$ cat src/common/fetch_params.svh
`ifndef FETCH_PARAMS_SVH
`define FETCH_PARAMS_SVH

// Width of a fetch address on the OBI A channel
`define FETCH_ADDR_W 32

// Width of one instruction word returned on the R channel
`define FETCH_DATA_W 32

// Number of fetch buffer entries
// The prefetcher starts out with this many credits
`define FETCH_BUF_DEPTH 4

// First word fetched after reset is released
`define FETCH_BOOT_ADDR 32'h0000_0080

`endif

$ cat src/common/obi_pkg.sv
`include "fetch_params.svh"

// Types seen on the OBI side of the fetch path
package obi_pkg;

  // Word-aligned fetch address, the low two bits are always zero
  typedef logic [`FETCH_ADDR_W-1:0] obi_addr_t;

  // One instruction word as returned by memory
  typedef logic [`FETCH_DATA_W-1:0] obi_data_t;

  // Adapter A channel states
  // TRANSPARENT passes the transaction request straight through
  // REGISTERED drives the A channel from the held copy until grant
  typedef enum logic
  {
    TRANSPARENT = 1'b0,
    REGISTERED  = 1'b1
  } obi_if_state_e;

endpackage

$ cat src/common/fetch_pkg.sv
`include "fetch_params.svh"

// Types used between the prefetcher and the fetch buffer
package fetch_pkg;

  // Holds 0 up to FETCH_BUF_DEPTH inclusive
  // Used for credits, outstanding responses and credit returns
  typedef logic [$clog2(`FETCH_BUF_DEPTH+1)-1:0] fetch_credit_t;

  // Index into the fetch buffer storage
  typedef logic [$clog2(`FETCH_BUF_DEPTH)-1:0] fetch_ptr_t;

endpackage

$ cat src/verilog/instr_obi_adapter.sv
`timescale 1ns/10ps

module instr_obi_adapter
(
  input  logic              clk,
  input  logic              rst_n,

  // Transaction requests from the prefetcher
  input  logic              trans_valid_i,
  output logic              trans_ready_o,
  input  obi_pkg::obi_addr_t trans_addr_i,

  // Transaction responses towards the fetch buffer
  output logic              resp_valid_o,
  output obi_pkg::obi_data_t resp_rdata_o,
  output logic              resp_err_o,

  // OBI A channel
  output logic              obi_req_o,
  input  logic              obi_gnt_i,
  output obi_pkg::obi_addr_t obi_addr_o,

  // OBI R channel
  input  logic              obi_rvalid_i,
  input  obi_pkg::obi_data_t obi_rdata_i,
  input  logic              obi_err_i
);

  import obi_pkg::*;

  obi_if_state_e state_q;
  obi_if_state_e state_d;

  // Copy of the A channel address held while waiting for grant
  obi_addr_t addr_q;

  ////////////////////////////////////////////////////////////////////////////
  // R channel

  // Responses go straight on to the buffer, which can always take them
  assign resp_valid_o = obi_rvalid_i;
  assign resp_rdata_o = obi_rdata_i;
  assign resp_err_o   = obi_err_i;

  ////////////////////////////////////////////////////////////////////////////
  // A channel state machine

  always_comb
  begin
    state_d = state_q;
    case (state_q)
      TRANSPARENT:
      begin
        // A request that is not granted right away must stay stable
        if (obi_req_o && !obi_gnt_i)
        begin
          state_d = REGISTERED;
        end
      end
      REGISTERED:
      begin
        // Back to pass-through in the cycle after grant
        if (obi_gnt_i)
        begin
          state_d = TRANSPARENT;
        end
      end
      default:
      begin
        state_d = TRANSPARENT;
      end
    endcase
  end

  // In TRANSPARENT the A channel follows the request in the same cycle
  // In REGISTERED req never drops and the address comes from the copy
  always_comb
  begin
    if (state_q == TRANSPARENT)
    begin
      obi_req_o  = trans_valid_i;
      obi_addr_o = trans_addr_i;
    end
    else
    begin
      obi_req_o  = 1'b1;
      obi_addr_o = addr_q;
    end
  end

  // A new request is only taken once the previous one has been granted
  // The number of outstanding transfers is bounded by the prefetcher credits
  assign trans_ready_o = (state_q == TRANSPARENT);

  always_ff @(posedge clk or negedge rst_n)
  begin
    if (!rst_n)
    begin
      state_q <= TRANSPARENT;
    end
    else
    begin
      state_q <= state_d;
    end
  end

  // Capture the address on the way into REGISTERED
  always_ff @(posedge clk)
  begin
    if ((state_q == TRANSPARENT) && (state_d == REGISTERED))
    begin
      addr_q <= obi_addr_o;
    end
  end

endmodule

$ cat src/fetch/prefetch_ctrl.sv
`timescale 1ns/10ps

`include "fetch_params.svh"

module prefetch_ctrl
(
  input  logic                    clk,
  input  logic                    rst_n,

  // Redirect from the core
  input  logic                    branch_i,
  input  obi_pkg::obi_addr_t      branch_addr_i,

  // Transaction requests towards the OBI adapter
  output logic                    trans_valid_o,
  input  logic                    trans_ready_i,
  output obi_pkg::obi_addr_t      trans_addr_o,

  // Bookkeeping towards the fetch buffer
  output logic                    issue_o,
  output logic                    flush_o,
  input  fetch_pkg::fetch_credit_t credit_ret_i
);

  import obi_pkg::*;
  import fetch_pkg::*;

  // Address offered next on the transaction link
  obi_addr_t     addr_q;

  // One credit per free buffer slot not yet claimed by a transfer
  fetch_credit_t credits_q;
  fetch_credit_t credits_d;

  // Low during reset and for the first cycle after it
  logic          run_q;

  logic          accept;

  ////////////////////////////////////////////////////////////////////////////
  // Request offer

  // No offer without a credit, and none in a branch cycle
  // The address register is about to be replaced in that cycle
  assign trans_valid_o = run_q && (credits_q != '0) && !branch_i;
  assign trans_addr_o  = addr_q;

  assign accept  = trans_valid_o && trans_ready_i;

  // Buffer counts one outstanding response per accepted transfer
  assign issue_o = accept;

  // Everything in flight or buffered belongs to the old stream
  assign flush_o = branch_i;

  ////////////////////////////////////////////////////////////////////////////
  // Credit counter

  always_comb
  begin
    credits_d = credits_q + credit_ret_i;
    if (accept)
    begin
      credits_d = credits_d - fetch_credit_t'(1);
    end
  end

  always_ff @(posedge clk or negedge rst_n)
  begin
    if (!rst_n)
    begin
      run_q     <= 1'b0;
      credits_q <= fetch_credit_t'(`FETCH_BUF_DEPTH);
      addr_q    <= `FETCH_BOOT_ADDR;
    end
    else
    begin
      run_q     <= 1'b1;
      credits_q <= credits_d;
      // Branch target is forced to a word boundary
      if (branch_i)
      begin
        addr_q <= {branch_addr_i[`FETCH_ADDR_W-1:2], 2'b00};
      end
      else if (accept)
      begin
        addr_q <= addr_q + obi_addr_t'(4);
      end
    end
  end

endmodule

$ cat src/fetch/fetch_buffer.sv
`timescale 1ns/10ps

`include "fetch_params.svh"

module fetch_buffer
(
  input  logic                     clk,
  input  logic                     rst_n,

  // From the prefetcher
  input  logic                     issue_i,
  input  logic                     flush_i,

  // Responses from the OBI adapter
  input  logic                     resp_valid_i,
  input  obi_pkg::obi_data_t       resp_rdata_i,
  input  logic                     resp_err_i,

  // Towards the decode stage
  output logic                     instr_valid_o,
  input  logic                     instr_ready_i,
  output obi_pkg::obi_data_t       instr_rdata_o,
  output logic                     instr_err_o,

  // Credits freed this cycle
  output fetch_pkg::fetch_credit_t credit_ret_o
);

  import obi_pkg::*;
  import fetch_pkg::*;

  // Entry storage
  obi_data_t     data_q [`FETCH_BUF_DEPTH];
  logic          err_q  [`FETCH_BUF_DEPTH];

  fetch_ptr_t    wr_ptr_q;
  fetch_ptr_t    rd_ptr_q;

  // Valid entries, responses still due, and stale responses to drop
  fetch_credit_t count_q;
  fetch_credit_t count_d;
  fetch_credit_t outst_q;
  fetch_credit_t outst_d;
  fetch_credit_t discard_q;
  fetch_credit_t discard_d;

  logic          push;
  logic          pop;
  logic          drop;

  assign instr_valid_o = (count_q != '0);
  assign instr_rdata_o = data_q[rd_ptr_q];
  assign instr_err_o   = err_q[rd_ptr_q];

  assign pop  = instr_valid_o && instr_ready_i;
  // A response in the flush cycle is stale as well
  assign drop = resp_valid_i && (flush_i || (discard_q != '0));
  assign push = resp_valid_i && !drop;

  ////////////////////////////////////////////////////////////////////////////
  // Counters and credit return

  always_comb
  begin
    outst_d = outst_q + fetch_credit_t'(issue_i) - fetch_credit_t'(resp_valid_i);
    if (flush_i)
    begin
      // Every response still due after this cycle is dropped on arrival
      count_d      = '0;
      discard_d    = outst_q - fetch_credit_t'(resp_valid_i);
      credit_ret_o = count_q + fetch_credit_t'(drop);
    end
    else
    begin
      count_d      = count_q + fetch_credit_t'(push) - fetch_credit_t'(pop);
      discard_d    = discard_q - fetch_credit_t'(drop);
      credit_ret_o = fetch_credit_t'(pop) + fetch_credit_t'(drop);
    end
  end

  always_ff @(posedge clk or negedge rst_n)
  begin
    if (!rst_n)
    begin
      wr_ptr_q  <= '0;
      rd_ptr_q  <= '0;
      count_q   <= '0;
      outst_q   <= '0;
      discard_q <= '0;
    end
    else
    begin
      count_q   <= count_d;
      outst_q   <= outst_d;
      discard_q <= discard_d;
      if (flush_i)
      begin
        wr_ptr_q <= '0;
        rd_ptr_q <= '0;
      end
      else
      begin
        // Pointers wrap at the power-of-two depth
        if (push)
        begin
          wr_ptr_q <= wr_ptr_q + fetch_ptr_t'(1);
        end
        if (pop)
        begin
          rd_ptr_q <= rd_ptr_q + fetch_ptr_t'(1);
        end
      end
    end
  end

  always_ff @(posedge clk)
  begin
    if (push)
    begin
      data_q[wr_ptr_q] <= resp_rdata_i;
      err_q[wr_ptr_q]  <= resp_err_i;
    end
  end

endmodule

$ cat src/verilog/instr_fetch_top.sv
`timescale 1ns/10ps

module instr_fetch_top
(
  input  logic               clk,
  input  logic               rst_n,

  // Redirect from the core
  input  logic               branch_i,
  input  obi_pkg::obi_addr_t branch_addr_i,

  // Instruction stream towards decode
  output logic               instr_valid_o,
  input  logic               instr_ready_i,
  output obi_pkg::obi_data_t instr_rdata_o,
  output logic               instr_err_o,

  // OBI instruction port
  output logic               obi_req_o,
  input  logic               obi_gnt_i,
  output obi_pkg::obi_addr_t obi_addr_o,
  input  logic               obi_rvalid_i,
  input  obi_pkg::obi_data_t obi_rdata_i,
  input  logic               obi_err_i
);

  import obi_pkg::*;
  import fetch_pkg::*;

  ////////////////////////////////////////////////////////////////////////////
  // Internal links

  // Prefetcher to adapter
  logic          trans_valid;
  logic          trans_ready;
  obi_addr_t     trans_addr;

  // Adapter to buffer, no back-pressure
  logic          resp_valid;
  obi_data_t     resp_rdata;
  logic          resp_err;

  // Prefetcher and buffer bookkeeping
  logic          issue;
  logic          flush;
  fetch_credit_t credit_ret;

  prefetch_ctrl u_prefetch_ctrl
  (
    .clk           (clk),
    .rst_n         (rst_n),
    .branch_i      (branch_i),
    .branch_addr_i (branch_addr_i),
    .trans_valid_o (trans_valid),
    .trans_ready_i (trans_ready),
    .trans_addr_o  (trans_addr),
    .issue_o       (issue),
    .flush_o       (flush),
    .credit_ret_i  (credit_ret)
  );

  instr_obi_adapter u_instr_obi_adapter
  (
    .clk           (clk),
    .rst_n         (rst_n),
    .trans_valid_i (trans_valid),
    .trans_ready_o (trans_ready),
    .trans_addr_i  (trans_addr),
    .resp_valid_o  (resp_valid),
    .resp_rdata_o  (resp_rdata),
    .resp_err_o    (resp_err),
    .obi_req_o     (obi_req_o),
    .obi_gnt_i     (obi_gnt_i),
    .obi_addr_o    (obi_addr_o),
    .obi_rvalid_i  (obi_rvalid_i),
    .obi_rdata_i   (obi_rdata_i),
    .obi_err_i     (obi_err_i)
  );

  fetch_buffer u_fetch_buffer
  (
    .clk           (clk),
    .rst_n         (rst_n),
    .issue_i       (issue),
    .flush_i       (flush),
    .resp_valid_i  (resp_valid),
    .resp_rdata_i  (resp_rdata),
    .resp_err_i    (resp_err),
    .instr_valid_o (instr_valid_o),
    .instr_ready_i (instr_ready_i),
    .instr_rdata_o (instr_rdata_o),
    .instr_err_o   (instr_err_o),
    .credit_ret_o  (credit_ret)
  );

endmodule

$ cat config.mk
export PLATFORM = sky130hd
export DESIGN_NAME = instr_fetch_top
export DESIGN_NICKNAME = d
export VERILOG_FILES = /design/src/common/obi_pkg.sv /design/src/common/fetch_pkg.sv /design/src/verilog/instr_obi_adapter.sv /design/src/fetch/prefetch_ctrl.sv /design/src/fetch/fetch_buffer.sv /design/src/verilog/instr_fetch_top.sv
export VERILOG_INCLUDE_DIRS = /design/src /design/src/common
export SDC_FILE = /design/constraint.sdc
export NUM_CORES = 1
export LEC_CHECK = 0
export BUFFER_PORTS_ARGS = -buffer_cell sky130_fd_sc_hd__buf_2
export CORE_MARGIN = 2
export CORE_UTILIZATION = 51
export DETAILED_ROUTE_END_ITERATION = 7
export HOLD_SLACK_MARGIN = 0.03
export PLACE_DENSITY = 0.73
export SYNTH_ARGS = -nofsm -noshare
export SYNTH_HDL_FRONTEND = slang
export SYNTH_SLANG_ARGS = --single-unit
$ cat constraint.sdc
create_clock -name clk -period 5.2 [get_ports clk]
set_clock_uncertainty 0.2 [all_clocks]
set_input_delay 0.52 -clock clk [delete_from_list [all_inputs] [get_ports clk]]
set_output_delay 0.52 -clock clk [all_outputs]
set_load 0.05 [all_outputs]
* Yosys cells after proc, flatten, opt, wreduce, memory -nomap -nowiden
Memories as Yosys holds them, arrays and structs flattened. Index checks and enable logic that the tools add are counted. W data, S select, Z words.
Storage, ports and cells: register bits after elaboration 82, bits in writable memories 132, bits of input ports 71, memories kept 2
Cells by class: $add $sub $neg 13, multiplexer cells 17, bitwise operators 1, reductions and logical operators 18
Memories:
- u_fetch_buffer.data_q | depth 4, bits a word 32, rd ports 1, clocked after memory_dff 0, wr ports 1, line fetch_buffer.sv:33 | obi_data_t data_q [`FETCH_BUF_DEPTH];
- u_fetch_buffer.err_q | depth 4, bits a word 1, rd ports 1, clocked after memory_dff 0, wr ports 1, line fetch_buffer.sv:34 | logic err_q [`FETCH_BUF_DEPTH];
Operator list (number):
- $mux W32 | 3
- $add A32 B3 Y32 const B | 1
- $mux W3 | 4
- $sub A3 B1 Y3 | 4
- $add A3 B1 Y3 | 3
- $reduce_bool A3 Y1 | 3
- $logic_and A1 B1 Y1 | 8
- $mux W2 | 4
- $reduce_bool A2 Y1 | 3
- $mux W1 | 5
- $add A2 B1 Y2 const B | 2
- $add A3 B3 Y3 | 1
- $logic_not A1 Y1 | 3
- $sub A3 B1 Y3 const B | 1
- $add A1 B1 Y2 | 1
- $pmux W1 S2 | 1
- $logic_or A1 B1 Y1 | 1
- $not A1 Y1 | 1

* Depth between registers and ports, before layout
depth after elaboration 8, depth in mapped cells 11, depth with buffers taken out 10

* Hierarchy
From an unflattened synthesis, not the netlist that was laid out.
Unflattened totals: cell total of the unflattened synthesis 600, area, all modules 9624.2 sq um
By module, submodules not included:
- fetch_buffer | times used 1, cells an instance 254, area each 5698.0 sq um
- prefetch_ctrl | times used 1, cells an instance 239, area each 2137.0 sq um
- instr_obi_adapter | times used 1, cells an instance 107, area each 1789.2 sq um

* Worst setup path after synthesis
Ideal clock, no wire load.
kind in2reg, from input port branch_i, to register u_instr_obi_adapter.addr_q[0] (enable), library setup time 461 ps, data arrival time 3358 ps, data required time 4539 ps, path slack 1181 ps, stages on the path 5, buffers on the path 2, cells stage by stage clkbuf_1 > clkbuf_1 > nor3b_1 > nor2_1 > nor3_1
Between the ends: longest elaborated chain between the ends 7
Ends and longest elaborated chain:
- start, declared | line instr_fetch_top.sv:9 | input logic branch_i,
- $logic_not A1 Y1 | line prefetch_ctrl.sv:45 | assign trans_valid_o = run_q && (credits_q != '0) && !branch_i;
- $logic_and A1 B1 Y1 | line prefetch_ctrl.sv:45
- $mux W1 | line instr_obi_adapter.sv:79 | if (state_q == TRANSPARENT)
- $logic_and A1 B1 Y1 | line instr_obi_adapter.sv:55 | if (obi_req_o && !obi_gnt_i)
- $mux W1 | line instr_obi_adapter.sv:55
- $pmux W1 S2 | line instr_obi_adapter.sv:51 | case (state_q)
- $logic_and A1 B1 Y1 | line instr_obi_adapter.sv:110 | if ((state_q == TRANSPARENT) && (state_d == REGISTERED))
- end signal, assigned | line instr_obi_adapter.sv:112 | addr_q <= obi_addr_o;
- end, declared | line instr_obi_adapter.sv:35 | obi_addr_t addr_q;
No other way between the ends. A chain may end at the register's enable or synchronous reset.

* Final worst setup path
from register u_fetch_buffer.rd_ptr_q[0], to output port instr_rdata_o[13]
Between the ends: longest elaborated chain between the ends 1
Ends and longest elaborated chain:
- start, declared | line fetch_buffer.sv:37 | fetch_ptr_t rd_ptr_q;
- start signal, assigned | line fetch_buffer.sv:110 | rd_ptr_q <= rd_ptr_q + fetch_ptr_t'(1);
- $mem_v2 Z4 W32
- end, declared | line instr_fetch_top.sv:15 | output obi_pkg::obi_data_t instr_rdata_o,
No other way between the ends.

==> run metrics <==
outcome=complete, no violations; cell depth of the worst setup path=3; floorplan core area=17300 um^2; cts bufs inserted=22; PnR Total Power=5.064 mW; worst skew pair latency=0.49 ns; CTS max path bufs=3; Pint=3.397 mW; end of the worst register-to-register path=u_prefetch_ctrl.credits_q[1]; number of global-route vias before repair=5387; Post-Syn Area per Cell=between 15 and 20 um^2; Net Switching=1.667 mW; Crit path max-delay family=buffers and inverters; worst-margin pin slew=1.132 ns; die area=between 15000 and 20000 um^2; met2 GRT Util=0.3261; FF-to-FF setup slack=2.04 ns; complex-gate fraction of the synthesized area=0.03350; placed cell areas=9905 um^2; worst-path fanout max=21; largest family of logic cells by synthesized area=multiplexers; clock root cell=clkbuf_16; Die X=about 140 um; pin count of the biggest net entering global routing=70; Netlist cell types=51; Hold Violations, Final=0; Clock Pin Slew Worst Setup and Hold Paths=0.06 ns; first-pass GRT wire length=27730 um; Cell Pwr Density=around 470 nW/um^2; sw frac=0.3293; Clock power frac=0.302; P&R area growth vs syn=19.76%; met3 Track Usage GR=0.03370; vias per cell=5.553; gr busiest metal=met2; row count=48; Max-slew headroom=0.2451; part of the Yosys area used for sequential elements=0.6808; Req. time, crit path=4.48 ns; syn_nets=648; slowest stage cell, crit path=dfrtp_2; # hold bufs at CTS=16; r2r startpoint=u_fetch_buffer.discard_q[0]; vias after detailed routing=5286; Post-synth top flop=edfxtp_1; simple-gate portion of the synthesized area=0.08061; largest cells by area after synthesis=edfxtp_1 (55%), dfrtp_1 (13%), mux4_2 (8.3%); worst hold path class=input pin to asynchronous set/reset pin; Initial Util=0.5205; unrepaired setup endpoints after global routing=false; cell taking the most area after synthesis=edfxtp_1; TritonRoute pass-1 iters=4; Fin Setup TNS=0 ns; Util after Layout=0.6233; Final Slew Violations=0; post-synthesis cell area=9002 um^2; top cell type's share of synthesized area=0.5470; WHS=0.04979 ns; setup bufs post-CTS=0; Routed Antenna Nets=0; Max Fclk=a little over 300 MHz; crit-path cells=buf_4 > mux4_2 > buf_2; max cap viols=0; cell count after synthesis=556; dpl hpwl=10900 um; post-synthesis mux area share=0.1255; gr usage total=0.1901; share of power burned in registers=0.414; Finished Cell Area=between 10000 and 15000 um^2; Placer Congestion=slightly below 0.8; PortBufs=135; Period Utilization, post-route=0.6165; DRC=0; Post-Synth XOR/XNOR Area=0.02627; crit path buf inv count=2; Clock Sink Count=212; PostCTS Resize Cnt=0; Max rail drop VDD=roughly 0.4 mV; R2R cell count=9; WP data arrival=2.49 ns; FFs w/ async S/R, synth=0.2264; combinational power share=0.284; number of DRC markers in iteration 0=approximately 250; H-Tree Level Count=1; CTS tree=done; die height=136.9 um; WL per Instance=about 19 um; antenna violations before repair=2; YS warnings=0; Post-synth EDFFs=roughly 160; Leak Pwr=between 4 and 5 nW; Post-Route WL=between 15000 and 20000 um; post-synthesis adder-cell area fraction=0.03169; startpoint types=register; Ports=roughly 140; M1 GR Usage=0.2484; GRT overflow=0; minimum clock period=3.206 ns; final number of setup-violating endpoints=0; Setup crit end kind=primary output; Setup CP Type=register to primary output; flops & latches, synth=212; Largest stage delay, worst path=0.68 ns; layout cells sized above 1=0.3434; nets@finish=801
[cells in the final DEF, fill, tap and decap left out, types with 7 or more instances in the layout]
master,instances
mux2_2,29
nor2_1,18
mux4_2,33
buf_2,135
clkbuf_1,8
dfrtp_1,45
nand4_1,13
and2_1,7
edfxtp_1,164
ha_1,18
o21ai_0,25
xor2_1,12
clkbuf_16,23
nand2_1,37
xnor2_1,15
inv_1,18
dlygate4sd3_1,16
nand3_1,12
[power by group through the flow]
stage / Sequential, mW / Combinational, mW / Clock [mW]
4_1_cts: 2.10 / 1.46 / 1.57
6_report: 2.10 / 1.44 / 1.53
3_3_place_gp: 2.12 / 1.40 / 0
3_5_place_dp: 2.13 / 1.44 / 0
5_1_grt: 2.12 / 1.55 / 1.63
2_1_floorplan: 2.07 / 1.17 / 0
[logic make-up (layout without fill, tap and decap cells)]
kind of cell | Yosys count | after routing
and+or+nand+nor | 132 | 132
muxes | 68 | 68
other | 1 | 3
adders and majority gates | 21 | 21
buffers and inverters | 47 | 216
DFF | 212 | 212
AOI/OAI and AO/OA | 48 | 48
xor gates and xnor gates | 27 | 27
[per-layer routing]
metal	wire length [um]	part of all wire
met1	7355	0.42
met2	8878	0.50
met4	389	0.022
met5	0	0
met3	996	0.057
[registers in the layout, indices dropped and copies added, names as in the netlist]
register                      cells
u_prefetch_ctrl.trans_addr_o     30
u_fetch_buffer.err_q              4
u_fetch_buffer.outst_q            3
u_fetch_buffer.wr_ptr_q           2
u_fetch_buffer.discard_q          3
u_fetch_buffer.rd_ptr_q           2
u_instr_obi_adapter.addr_q       32
u_prefetch_ctrl.credits_q         3
u_fetch_buffer.count_q            3
u_prefetch_ctrl.run_q             1
u_fetch_buffer.data_q           128
u_instr_obi_adapter.state_q       1
[synthesized netlist by cell type (3+ instances only)]
master / n
nor4_1: 5
and2_1: 7
inv_1: 18
buf_2: 6
o311ai_0: 5
mux2i_1: 6
mux4_2: 33
fa_1: 3
nor2_1: 18
nor2b_1: 6
nand2_1: 37
nand3_1: 12
o21ai_0: 25
nor3_1: 6
dfrtp_1: 46
nand4_1: 13
clkbuf_1: 13
a221o_1: 3
ha_1: 18
xnor2_1: 15
and3_1: 9
nor3b_1: 4
buf_1: 7
a21oi_1: 3
edfxtp_1: 164
mux2_2: 29
xor2_1: 12
[worst max-delay path by stage]
stage	startpoint	end	slack (ns)
5_1_grt	u_fetch_buffer.rd_ptr_q[0]	instr_rdata_o[13]	1.81
3_5_place_dp	branch_i	u_prefetch_ctrl.credits_q[1]	1.76
2_1_floorplan	branch_i	u_instr_obi_adapter.addr_q[0]	1.18
6_report	u_fetch_buffer.rd_ptr_q[0]	instr_rdata_o[13]	1.99
4_1_cts	u_fetch_buffer.rd_ptr_q[0]	instr_rdata_o[3]	1.92
3_3_place_gp	branch_i	u_fetch_buffer.outst_q[2]	1.82
[cell type report]
| type | count | area [um^2] |
|---|---|---|
| antenna | 2 | 5.005 |
| clock buffer | 31 | 605.6 |
| clock inverter | 9 | 106.4 |
| fill | 1269 | 6515 |
| inverter | 19 | 71.32 |
| multi-input combinational | 297 | 2701 |
| sequential | 212 | 6130 |
| tap | 225 | 281.5 |
| timing repair buffer | 157 | 880.8 |
[metrics by stage]
| step | instances | setup WS (ns) |
|---|---|---|
| detailed placement | 894 | 1.762 |
| floorplan | 556 | 1.181 |
| CTS | 950 | 1.916 |
| finish | 952 | 1.994 |
| global placement | 894 | 1.817 |
| global route | 951 | 1.814 |
Power figures use the tool's default switching activity.
